==> src/common/frontend_params.svh <==
`ifndef FRONTEND_PARAMS_SVH
`define FRONTEND_PARAMS_SVH

// Width of program counters and branch targets.
`define FE_ADDR_W 32

// Width of one instruction word.
`define FE_INST_W 32

// First fetch address after reset.
`define FE_RESET_PC 32'h1c000000

// Instruction buffer entries, a power of two.
`define FE_IB_DEPTH 16

// Branch target buffer entries, a power of two.
`define FE_BTB_ENTRIES 64

// Buffer reports full once fewer entries than this are free.
`define FE_IB_MARGIN 4

`endif

==> src/common/frontend_pkg.sv <==
`default_nettype none

`include "frontend_params.svh"

package frontend_pkg;

    typedef logic [`FE_ADDR_W-1:0] addr_t;
    typedef logic [`FE_INST_W-1:0] inst_t;

    // BTB is indexed by word address bits above the byte offset.
    localparam int BTB_IDX_W = $clog2(`FE_BTB_ENTRIES);
    localparam int BTB_TAG_W = `FE_ADDR_W - BTB_IDX_W - 2;

    // One aligned fetch response. Slot 0 sits at pc, slot 1 at pc + 4.
    typedef struct packed {
        addr_t          pc;
        inst_t [1:0]    inst;
    } fetch_pair_t;

    // One queued instruction as handed to the back end.
    typedef struct packed {
        addr_t  pc;
        inst_t  inst;
        logic   pred_taken;
        addr_t  pred_target;
    } ib_entry_t;

    typedef struct packed {
        logic                   valid;
        logic [BTB_TAG_W-1:0]   tag;
        addr_t                  target;
        logic [1:0]             ctr;
    } btb_entry_t;

endpackage

`default_nettype wire

==> src/pc_reg.sv <==
`default_nettype none

`include "frontend_params.svh"

module pc_reg
import frontend_pkg::*;
(
    input  logic    clk,
    input  logic    rst_n,
    input  logic    icache_stall,
    input  logic    buffer_full,
    input  logic    flush,
    input  addr_t   new_pc,
    input  logic    predict_taken,
    input  addr_t   pred_target,
    output logic    fetch_req,
    output addr_t   fetch_pc,
    output logic    fetch_start_slot
);

    localparam addr_t RESET_PC   = `FE_RESET_PC;
    localparam addr_t ALIGN_MASK = ~addr_t'(7);

    logic cur_slot_q;
    logic hold_q;
    logic accept;

    // Fetch pauses for one cycle after reset and after every flush.
    assign fetch_req = ~buffer_full & ~hold_q;
    assign accept    = fetch_req & ~icache_stall;

    always_ff @(posedge clk or negedge rst_n) begin
        if (!rst_n) begin
            fetch_pc         <= RESET_PC & ALIGN_MASK;
            cur_slot_q       <= RESET_PC[2];
            hold_q           <= 1'b1;
            fetch_start_slot <= 1'b0;
        end else begin
            hold_q <= flush;
            // A prediction made on the pair right after a flush comes from the
            // old path, so it is ignored while hold_q is set.
            if (flush) begin
                fetch_pc   <= new_pc & ALIGN_MASK;
                cur_slot_q <= new_pc[2];
            end else if (predict_taken && !hold_q) begin
                fetch_pc   <= pred_target & ALIGN_MASK;
                cur_slot_q <= pred_target[2];
            end else if (accept) begin
                fetch_pc   <= fetch_pc + addr_t'(8);
                cur_slot_q <= 1'b0;
            end
            // Start slot travels with the request to its response cycle.
            if (accept) begin
                fetch_start_slot <= cur_slot_q;
            end
        end
    end

    a_pc_aligned: assert property (@(posedge clk) disable iff (!rst_n)
        fetch_pc[2:0] == 3'b000)
        else $error("fetch_pc not 8-byte aligned: %h", fetch_pc);

endmodule

`default_nettype wire

==> config.mk <==
export PLATFORM = sky130hd
export DESIGN_NAME = pc_reg
export DESIGN_NICKNAME = d
export VERILOG_FILES = /design/src/common/frontend_pkg.sv /design/src/pc_reg.sv
export VERILOG_INCLUDE_DIRS = /design/src /design/src/common
export SDC_FILE = /design/constraint.sdc
export NUM_CORES = 1
export LEC_CHECK = 0
export ABC_AREA = 1
export BUFFER_PORTS_ARGS = -buffer_cell sky130_fd_sc_hd__buf_2
export CORE_ASPECT_RATIO = 1.1
export CORE_MARGIN = 5
export CORE_UTILIZATION = 45
export CTS_CLUSTER_DIAMETER = 200
export CTS_CLUSTER_SIZE = 20
export DETAILED_ROUTE_END_ITERATION = 16
export PLACE_DENSITY = 0.82
export SLEW_MARGIN = 30
export SYNTH_ARGS = -nofsm -noshare
export SYNTH_HDL_FRONTEND = slang
export SYNTH_SLANG_ARGS = --single-unit
==> constraint.sdc <==
create_clock -name clk -period 1.5 [get_ports clk]
set_clock_uncertainty 0.2 [all_clocks]
set_input_delay 0.3 -clock clk [delete_from_list [all_inputs] [get_ports clk]]
set_output_delay 0.3 -clock clk [all_outputs]
set_load 0.01 [all_outputs]
==> flow_summary.toml <==
[route]
vias = 4232
wirelength_um = 14500
wire_per_inst_um = 21.1
drtAntennaViolNets = 0
drt-vias-per-instance = 6.17
drt_iter0_drc = 582
drtPass1Iterations = 11
drc = 0

[clock_network]
clock_latency_ns = 0.31
path_clk_slew_ns = 0.09
cts-root-buf = "clkbuf_8"
cts_sinks = 32
cts_tree = "yes"
clockBufferDepth = 2
cts_made_buffers = 5
htreeDepth = 2

[worst_setup_path]
critPathKind = "reg -> reg"
crit_required_ns = 1.47
critPathArrivalTime_ns = 2.12
reg2reg_from = "fetch_pc[3]$_DFFE_PN0P_"
cp_max_fo = 4
startpoint = "fetch_pc[3]$_DFFE_PN0P_"
worstSetupEndpointType = "flop"
r2r_setup_slack_ns = -0.65
cp-start-kind = "flop"

[final_layout]
post-route-util_pct = 81.3
fin_cells = 686
num_antenna_cells = 0
drive_above_1_share_pct = 48.1
multi_input_area_sq_um = 1890
synthToLayoutAreaGrowth_pct = 76.8
n_fill_cell = 332
seq_area_sq_um = 811
nets = 679

[min_path]
hold_class = "in -> reg"
min_from = "new_pc[2]"

[sta]
finalMaxSlewViolations = 0
finalCriticalPeriod_ns = 2.15
max_freq_mhz = 466
rsz0062_at_grt = "yes"
period_share_pct = 143
setup_viol = 45
hold_viol = 0
setup_slack_ns = -0.646

[status]
status = "finished, violations left"
violations = "setup timing"

[synth]
ys.flop_type = "dfrtp_1"
yosys-top-cells-count = "nand2_1, nor2_1, a21oi_1"
synth_edf_count = 0
synth.avg_cell_area_sq_um = 6.09
synth_area_leaders = "dfrtp_1, nand2_1, nor2_1"
netlist_area_sq_um = 2620
synthArstFlopShare_pct = 100
synth-seq-area-share_pct = 30.8
synth-seq-cells = 32
yosys_warnings = 0
post_synth_num_cell_types = 31
yosysMostFrequentCell = "nand2_1"
synth_top_area_share_pct = 26.8
yosysTopAreaCell = "dfrtp_1"
synth_cells = 430

[power_and_ir_drop]
power.density_nw_per_um2 = 839
p_leak_nw = 2.29
peakVddDrop_uv = 704

[placement]
hpwlAfterDp_um = 6520
place_congestion = 0.886
portBuffers = 96
dp_cells = 642

[job]
cap_violations = 0

[grt]
antenna_found_initial = 0
grt_pass1_wl_um = 15400
grt_util_all_layers_pct = 26.1
overflow = 0
grt_pass1_vias = 3381
grt_max_degree = 33

[die]
core_sq_um = 5700
num_rows = 29
fp.dieH_um = 90.0
ios = 104
start_util_pct = 46.0
design.die.area_sq_um = 7450
fp.dieW_um = 82.7
[placed cells by master (no fill, tap or decap), drive strengths merged, types with 3 or more instances in the layout]
master,Yosys,final
conb,1,3
o21ai,23,23
dfrtp,28,28
nand2,127,127
xor2,6,6
dfstp,4,4
nor2,88,88
buf,13,183
or2,5,5
nand3,37,37
inv,37,38
clkinv,1,4
a22oi,5,5
clkbuf,7,8
a21oi,39,39
[cell families (layout without fill, tap and decap cells)]
group | after synthesis | count (layout) | share of synthesized area [%]
AND/OR/NAND/NOR | 261 | 261 | 42.5
AO/OA/AOI/OAI | 71 | 71 | 14.5
buffers and inverters | 58 | 235 | 9.60
flip-flops | 32 | 32 | 30.8
XOR/XNOR | 6 | 6 | 2.01
adder cells (fa/ha/maj) | 1 | 1 | 0.478
other | 1 | 3 | 0.143
[routing by layer]
layer  share of wire (%)  track usage, %
met1                  32            30.8
met2                  48            44.2
met3                  13            6.90
met4                 7.5            9.67
met5                   0               0
[state kept, by name (all words and copies together), names as in the netlist]
name and count:
fetch_start_slot 1, fetch_pc 29, hold_q 1, cur_slot_q 1
[where the power goes]
part	total [mW]	leakage (nW)	switching, mW	internal (mW)
Sequential	1.18	0.363	0.179	1.00
Combinational	1.95	1.88	1.02	0.930
Clock	0.752	0.0510	0.385	0.367
[metrics by stage]
step	setup TNS, ns	cell area (sq um)	power, mW	hold WS, ns	worst slack [ns]
floorplan	-3.43	2700	1.77	-0.196	-0.168
global placement	-4.15	3620	2.34	0.0702	-0.225
detailed placement	-5.24	3620	2.39	0.0781	-0.244
CTS	-5.99	4020	3.27	0.0139	-0.232
global route	-14.44	4630	4.00	0.0705	-0.589
finish	-13.00	4630	3.88	0.0514	-0.646
[path summary, 6_finish.rpt]
path / end / depth (start not counted)
hold reg to reg: fetch_start_slot$_DFFE_PN0P_ / 2
setup / recovery: fetch_pc[14]$_DFFE_PN0P_ / 9
max in group asynchronous: fetch_pc[26]$_DFFE_PN1P_ / 3
min in group asynchronous: fetch_pc[3]$_DFFE_PN0P_ / 3
setup reg to reg: fetch_pc[14]$_DFFE_PN0P_ / 9
hold / removal: cur_slot_q$_DFFE_PN0P_ / 3
[critical path, stage by stage, from the launching register on]
cell and delay [ns]:
dfrtp_1 0.47, buf_4 0.16, inv_1 0.08, nor2_4 0.18
inv_1 0.14, buf_4 0.17, o21ai_0 0.26, nand3_1 0.17
nand2_1 0.12, a22oi_2 0.07
[repair_timing]
| item | 4_1_cts | 5_1_grt |
|---|---|---|
| gates resized for setup | 45 | 94 |
| pin swaps | 11 | 17 |
| hold buffers | 1 | 0 |
| hold endpoints to repair | 32 | 0 |
| endpoints found under the setup margin | 37 | 55 |
| buffers inserted | 8 | 29 |
| cloned | 3 | 4 |
[final cells by class]
| cell class | instances | share of cell area, % |
|---|---|---|
| Clock buffer | 6 | 1.78 |
| Clock inverter | 2 | 0.216 |
| Inverter | 38 | 3.70 |
| Multi-Input combinational cell | 342 | 40.9 |
| Sequential cell | 32 | 17.5 |
| Tap cell | 77 | 2.08 |
| Timing Repair Buffer | 187 | 33.3 |
| Timing Repair inverter | 2 | 0.486 |
Power figures use the tool's default switching activity.
