<file path="src/common/frontend_params.svh">
`ifndef FRONTEND_PARAMS_SVH
`define FRONTEND_PARAMS_SVH

// Width of program counters and branch targets.
`define FE_ADDR_W 32

// Width of one instruction word.
`define FE_INST_W 32

// First fetch address after reset.
`define FE_RESET_PC 32'h1c000000

// Instruction buffer entries, a power of two.
`define FE_IB_DEPTH 16

// Branch target buffer entries, a power of two.
`define FE_BTB_ENTRIES 64

// Buffer reports full once fewer entries than this are free.
`define FE_IB_MARGIN 4

`endif

</file>
<file path="src/common/frontend_pkg.sv">
`default_nettype none

`include "frontend_params.svh"

package frontend_pkg;

    typedef logic [`FE_ADDR_W-1:0] addr_t;
    typedef logic [`FE_INST_W-1:0] inst_t;

    // BTB is indexed by word address bits above the byte offset.
    localparam int BTB_IDX_W = $clog2(`FE_BTB_ENTRIES);
    localparam int BTB_TAG_W = `FE_ADDR_W - BTB_IDX_W - 2;

    // One aligned fetch response. Slot 0 sits at pc, slot 1 at pc + 4.
    typedef struct packed {
        addr_t          pc;
        inst_t [1:0]    inst;
    } fetch_pair_t;

    // One queued instruction as handed to the back end.
    typedef struct packed {
        addr_t  pc;
        inst_t  inst;
        logic   pred_taken;
        addr_t  pred_target;
    } ib_entry_t;

    typedef struct packed {
        logic                   valid;
        logic [BTB_TAG_W-1:0]   tag;
        addr_t                  target;
        logic [1:0]             ctr;
    } btb_entry_t;

endpackage

`default_nettype wire

</file>
<file path="src/instbuffer/instbuffer.sv">
`default_nettype none

`include "frontend_params.svh"

module instbuffer
import frontend_pkg::*;
(
    input  logic        clk,
    input  logic        rst_n,
    input  logic        flush,
    input  logic        bpu_flush,
    input  logic        resp_valid,
    input  fetch_pair_t resp_pair,
    input  logic        resp_start_slot,
    input  logic [1:0]  pred_slot_taken,
    input  addr_t       pred_target,
    input  logic        send_en,
    output logic [1:0]  out_valid,
    output ib_entry_t   out_entry [2],
    output logic        buffer_full
);

    localparam int PTR_W = $clog2(`FE_IB_DEPTH);
    localparam int CNT_W = PTR_W + 1;

    ib_entry_t mem [`FE_IB_DEPTH];

    logic [PTR_W-1:0]   wr_ptr;
    logic [PTR_W-1:0]   wr_ptr_nx;
    logic [PTR_W-1:0]   rd_ptr;
    logic [PTR_W-1:0]   rd_ptr_nx;
    logic [CNT_W-1:0]   count;
    logic [CNT_W-1:0]   free_cnt;
    logic               drop_q;
    logic               wr_en;
    logic [1:0]         slot_v;
    logic [1:0]         wr_cnt;
    logic [1:0]         rd_cnt;
    ib_entry_t          slot_entry [2];
    ib_entry_t          wdata0;

    ////////////////////////////////////////////////////////////////////////////
    // Write side
    ////////////////////////////////////////////////////////////////////////////

    // A response following a flush or a taken prediction is wrong path.
    assign wr_en = resp_valid & ~drop_q & ~flush;

    // Slots run from the start slot up to the first predicted-taken slot.
    assign slot_v[0] = wr_en & ~resp_start_slot;
    assign slot_v[1] = wr_en & ~pred_slot_taken[0];
    assign wr_cnt    = {1'b0, slot_v[0]} + {1'b0, slot_v[1]};

    always_comb begin
        for (int s = 0; s < 2; s++) begin
            slot_entry[s].pc          = resp_pair.pc + addr_t'(4 * s);
            slot_entry[s].inst        = resp_pair.inst[s];
            slot_entry[s].pred_taken  = pred_slot_taken[s];
            slot_entry[s].pred_target = pred_slot_taken[s] ? pred_target : '0;
        end
    end

    // The first written entry is slot 0 when it is valid, else slot 1.
    assign wdata0    = slot_v[0] ? slot_entry[0] : slot_entry[1];
    assign wr_ptr_nx = wr_ptr + 1'b1;

    always_ff @(posedge clk) begin
        if (wr_cnt != 2'd0) begin
            mem[wr_ptr] <= wdata0;
        end
        if (wr_cnt == 2'd2) begin
            mem[wr_ptr_nx] <= slot_entry[1];
        end
    end

    ////////////////////////////////////////////////////////////////////////////
    // Read side
    ////////////////////////////////////////////////////////////////////////////

    assign rd_ptr_nx = rd_ptr + 1'b1;

    assign out_valid[0] = send_en & (count != '0);
    assign out_valid[1] = send_en & (count > CNT_W'(1));
    assign out_entry[0] = mem[rd_ptr];
    assign out_entry[1] = mem[rd_ptr_nx];
    assign rd_cnt       = {1'b0, out_valid[0]} + {1'b0, out_valid[1]};

    // Margin leaves room for the pair still in flight when full rises.
    assign free_cnt    = CNT_W'(`FE_IB_DEPTH) - count;
    assign buffer_full = free_cnt < CNT_W'(`FE_IB_MARGIN);

    always_ff @(posedge clk or negedge rst_n) begin
        if (!rst_n) begin
            wr_ptr <= '0;
            rd_ptr <= '0;
            count  <= '0;
            drop_q <= 1'b0;
        end else begin
            drop_q <= flush | bpu_flush;
            if (flush) begin
                wr_ptr <= '0;
                rd_ptr <= '0;
                count  <= '0;
            end else begin
                wr_ptr <= wr_ptr + PTR_W'(wr_cnt);
                rd_ptr <= rd_ptr + PTR_W'(rd_cnt);
                count  <= count + CNT_W'(wr_cnt) - CNT_W'(rd_cnt);
            end
        end
    end

    a_count_bound: assert property (@(posedge clk) disable iff (!rst_n)
        count <= CNT_W'(`FE_IB_DEPTH))
        else $error("instruction buffer overflow, count %0d", count);

endmodule

`default_nettype wire

</file>
<file path="config.mk">
export PLATFORM = sky130hd
export DESIGN_NAME = instbuffer
export DESIGN_NICKNAME = d
export VERILOG_FILES = /design/src/common/frontend_pkg.sv /design/src/instbuffer/instbuffer.sv
export VERILOG_INCLUDE_DIRS = /design/src /design/src/common
export SDC_FILE = /design/constraint.sdc
export NUM_CORES = 2
export LEC_CHECK = 0
export ABC_AREA = 1
export BUFFER_PORTS_ARGS = -buffer_cell sky130_fd_sc_hd__buf_2
export CORE_ASPECT_RATIO = 1.25
export CORE_MARGIN = 10
export CORE_UTILIZATION = 30
export CTS_BUF_LIST = sky130_fd_sc_hd__clkbuf_16
export DETAILED_ROUTE_END_ITERATION = 6
export PLACE_DENSITY_LB_ADDON = 0.25
export REMOVE_ABC_BUFFERS = 1
export SLEW_MARGIN = 20
export SYNTH_ARGS = -nofsm -noshare
export SYNTH_HDL_FRONTEND = slang
export SYNTH_SLANG_ARGS = --single-unit
export TNS_END_PERCENT = 10
</file>
<file path="constraint.sdc">
create_clock -name clk -period 10.32 [get_ports clk]
set_input_delay 2.064 -clock clk [delete_from_list [all_inputs] [get_ports clk]]
set_output_delay 2.064 -clock clk [all_outputs]
set_load 0.02 [all_outputs]
</file>
==> flow_summary.yaml <==
status:
  status: "complete, but fails checks"
  violations: "DRC"
synthesis:
  synth.mux.area_fraction_pct: 0.367
  yosys.area.top_type_share_pct: 50.2
  synth_area_per_cell_um2: 7.98
  ys_ff_latch: 1566
  synth_top_family_by_area: "compound AO/OA/AOI/OAI gates"
  netlist_top_cells_area: "edfxtp_1 50%, o21ai_0 12%, nand2_1 9.6%, a21oi_1 6.2%, nor2_1 3.9%"
  yosysTopAreaCell: "edfxtp_1"
  synthSimpleGateAreaFrac_pct: 17.4
  synth_fa_ha_area_share_pct: 0.286
  synthArstFlopShare_pct: 0.894
  synth_cell_types: 43
  ys_seq_area_share_pct: 50.6
  syn_inst: 11600
  synth_compound_area_share_pct: 22.3
  synth-main-ff-cell: "edfxtp_1"
  synth_area_um2: 92800
  yosys_warnings: 0
  synth_xor_area_share_pct: 0.144
  synth_edf_count: 1552
pwr:
  switching_share_pct: 43.6
  ir_drop_mv: 0.333
  combPwrFrac_pct: 41.8
  p_leak_nw: 36.8
  p_switching_mw: 10.1
  internal-power_mw: 13.0
  sequentialPowerShare_pct: 30.8
  p_clk_share_pct: 27.3
  powerDensity_nw_per_um2: 225
timing:
  fin_tns_setup_ps: 0
  fin_skew_ps: 48.6
  hold_viol_final: 0
  slew_viol_final: 0
  worst_pin_slew_ps: 1220
  holdWs_ps: 604
  setup_viol: 0
  rsz0062_at_grt: "no"
  post-route-period-util_pct: 74.1
  fin_crit_ps: 7650
  slew_headroom_pct: 18.5
  fmax_ghz: 0.131
detailed_routing:
  dr.pass1.iters: 7
  drc: 27
  wl_per_cell_um: 24.3
  ant_nets: 0
  first_iter_violations: 8962
  vias: 82300
  via_per_inst: 5.30
  finalWirelength_um: 376000
placement:
  place_congestion: 0.825
  port_buffers: 333
  dpl.hpwl_um: 207000
die:
  dieArea_um2: 332000
  die_h_um: 642
  die_x_um: 518
  row_count: 228
  initial_core_util_pct: 30.1
  ios: 334
  core_area_um2: 308000
global_route:
  antenna_found_initial: 59
  grt_usage_pct: 21.5
  grt_pass1_vias: 75800
  overflow: 0
  grt_first_pass_wirelength_um: 536000
  grt_max_degree: 301
worst_setup_path:
  cp_data_arrival_time_ps: 5590
  critical_path_class: "reg -> out"
  rr_worst_depth: 10
  r2r_slack_ps: 5480
  cp_max_fo: 135
  r2r_end: "mem[12][2]$_DFFE_PP_"
  cp.required_ps: 8260
  worst_setup_path_end_kind: "output pin"
  worst_r2r_startpoint: "drop_q$_DFF_PN0_"
  critPathLaunchType: "register"
clocking:
  post_cts_buffers: 0
  cts_root_buffer: "clkbuf_16"
  clock-sinks: 1566
  clk_transition_reported_paths_ps: 60
  hold_buffers: 0
  cts_tree: "built"
  cts.htree.levels: 4
  clk_latency_ps: 870
  numCtsBuffers: 183
  clockBufferDepth: 4
  ctsResizeCount: 0
finish:
  final_cell_mix: "2364 x nand2_1, 2268 x o21ai_0, 1552 x edfxtp_1"
  area_growth_pct: 10.5
  drive_gt1_share_pct: 8.08
  fillCellCount: 32200
  regArea_um2: 47000
  fin_util_pct: 33.3
  mostFrequentLayoutCell: "nand2_1"
  multi_input_area_um2: 38000
  nets: 11400
hold_path:
  hold_depth: 1
  worstHoldPathType: "reg -> reg"
  hold_end: "wr_ptr[2]$_DFF_PN0_"
  hold_start: "wr_ptr[2]$_DFF_PN0_"
job:
  maxCapViolations: 0
==> per-layer routing <==
| metal | track usage (%) | routed length, um | part of all wire [%] |
|---|---|---|---|
| met3 | 3.22 | 29700 | 7.9 |
| met1 | 28.3 | 156000 | 42 |
| met5 | 0 | 143 | 0.038 |
| met2 | 35.5 | 174000 | 46 |
| met4 | 8.60 | 16400 | 4.3 |
==> kinds of logic (layout without fill, tap and decap cells) <==
logic type | count (synthesis) | in the layout
buffers and inverters | 2055 | 1765
other | 0 | 31
AOI/OAI and AO/OA | 3926 | 3926
adders and majority gates | 20 | 20
muxes | 34 | 34
and+or+nand+nor | 4025 | 4025
xor gates and xnor gates | 11 | 11
DFF | 1566 | 1566
==> how the worst max path moves through the flow <==
stage	startpoint	endpoint	slack, ps	depth (start not counted)
6_report	rd_ptr[0]$_DFF_PN0_	out_entry[132]	2670	8
4_1_cts	rd_ptr[0]$_DFF_PN0_	out_entry[132]	2370	8
2_1_floorplan	rd_ptr[0]$_DFF_PN0_	out_entry[0]	-51840	5
5_1_grt	rd_ptr[0]$_DFF_PN0_	out_entry[132]	2260	8
3_3_place_gp	rd_ptr[0]$_DFF_PN0_	out_entry[132]	3340	8
3_5_place_dp	rd_ptr[0]$_DFF_PN0_	out_entry[132]	3330	8
==> per-stage QoR <==
step / total power, mW / std cells / setup slack (ps) / instance area [um2]
after floorplan: 14.5 / 10500 / -51840 / 88100
after global placement: 16.9 / 15200 / 3340 / 96800
after detailed placement: 16.9 / 15200 / 3330 / 96900
after CTS: 23.2 / 15500 / 2370 / 102000
after global routing: 24.4 / 15500 / 2260 / 103000
final: 23.1 / 15500 / 2670 / 103000
==> cell usage after synthesis (34+ instances only) <==
master / n
o221ai_1: 62
clkbuf_1: 707
a21oi_1: 1151
inv_1: 886
nand3_1: 641
o22ai_1: 121
o21ai_0: 2284
o21ai_1: 63
buf_4: 40
buf_1: 73
edfxtp_1: 1552
nand2_1: 2364
inv_2: 44
buf_2: 299
o211ai_1: 216
mux2i_1: 34
nor2_1: 969
==> power by group through the flow <==
stage                     logic [mW]  clock network (mW)  registers, mW
final                           9.66                6.31           7.13
after global routing            10.6                6.64           7.13
after CTS                       9.67                6.42           7.12
after detailed placement        9.65                   0           7.26
after global placement          9.63                   0           7.26
after floorplan                 6.73                   0           7.73
==> flip-flops by register name, indices dropped and copies added, names as in the netlist <==
register / count
wr_ptr: 4
drop_q: 1
rd_ptr: 4
mem: 1552
count: 5
==> layout make-up <==
class                   instances  share of cell area, %
multi-input cells            8016                   37.1
clock buffers                 187                   4.56
flip-flops and latches       1566                   45.8
clock inverters               132                  0.828
diodes                         31                 0.0756
well taps                    4140                   5.05
repair buffers                515                   3.20
inverters                     931                   3.43
==> worst max-delay path, cell delays in order, from the launching register on <==
cell and delay, ps:
dfrtp_4 940, buf_4 840, buf_6 700, buf_4 780, o21ai_0 200, a21oi_1 180
o22ai_1 120, o21ai_0 460, buf_2 280
No activity file was read; power rests on OpenSTA's default activity.
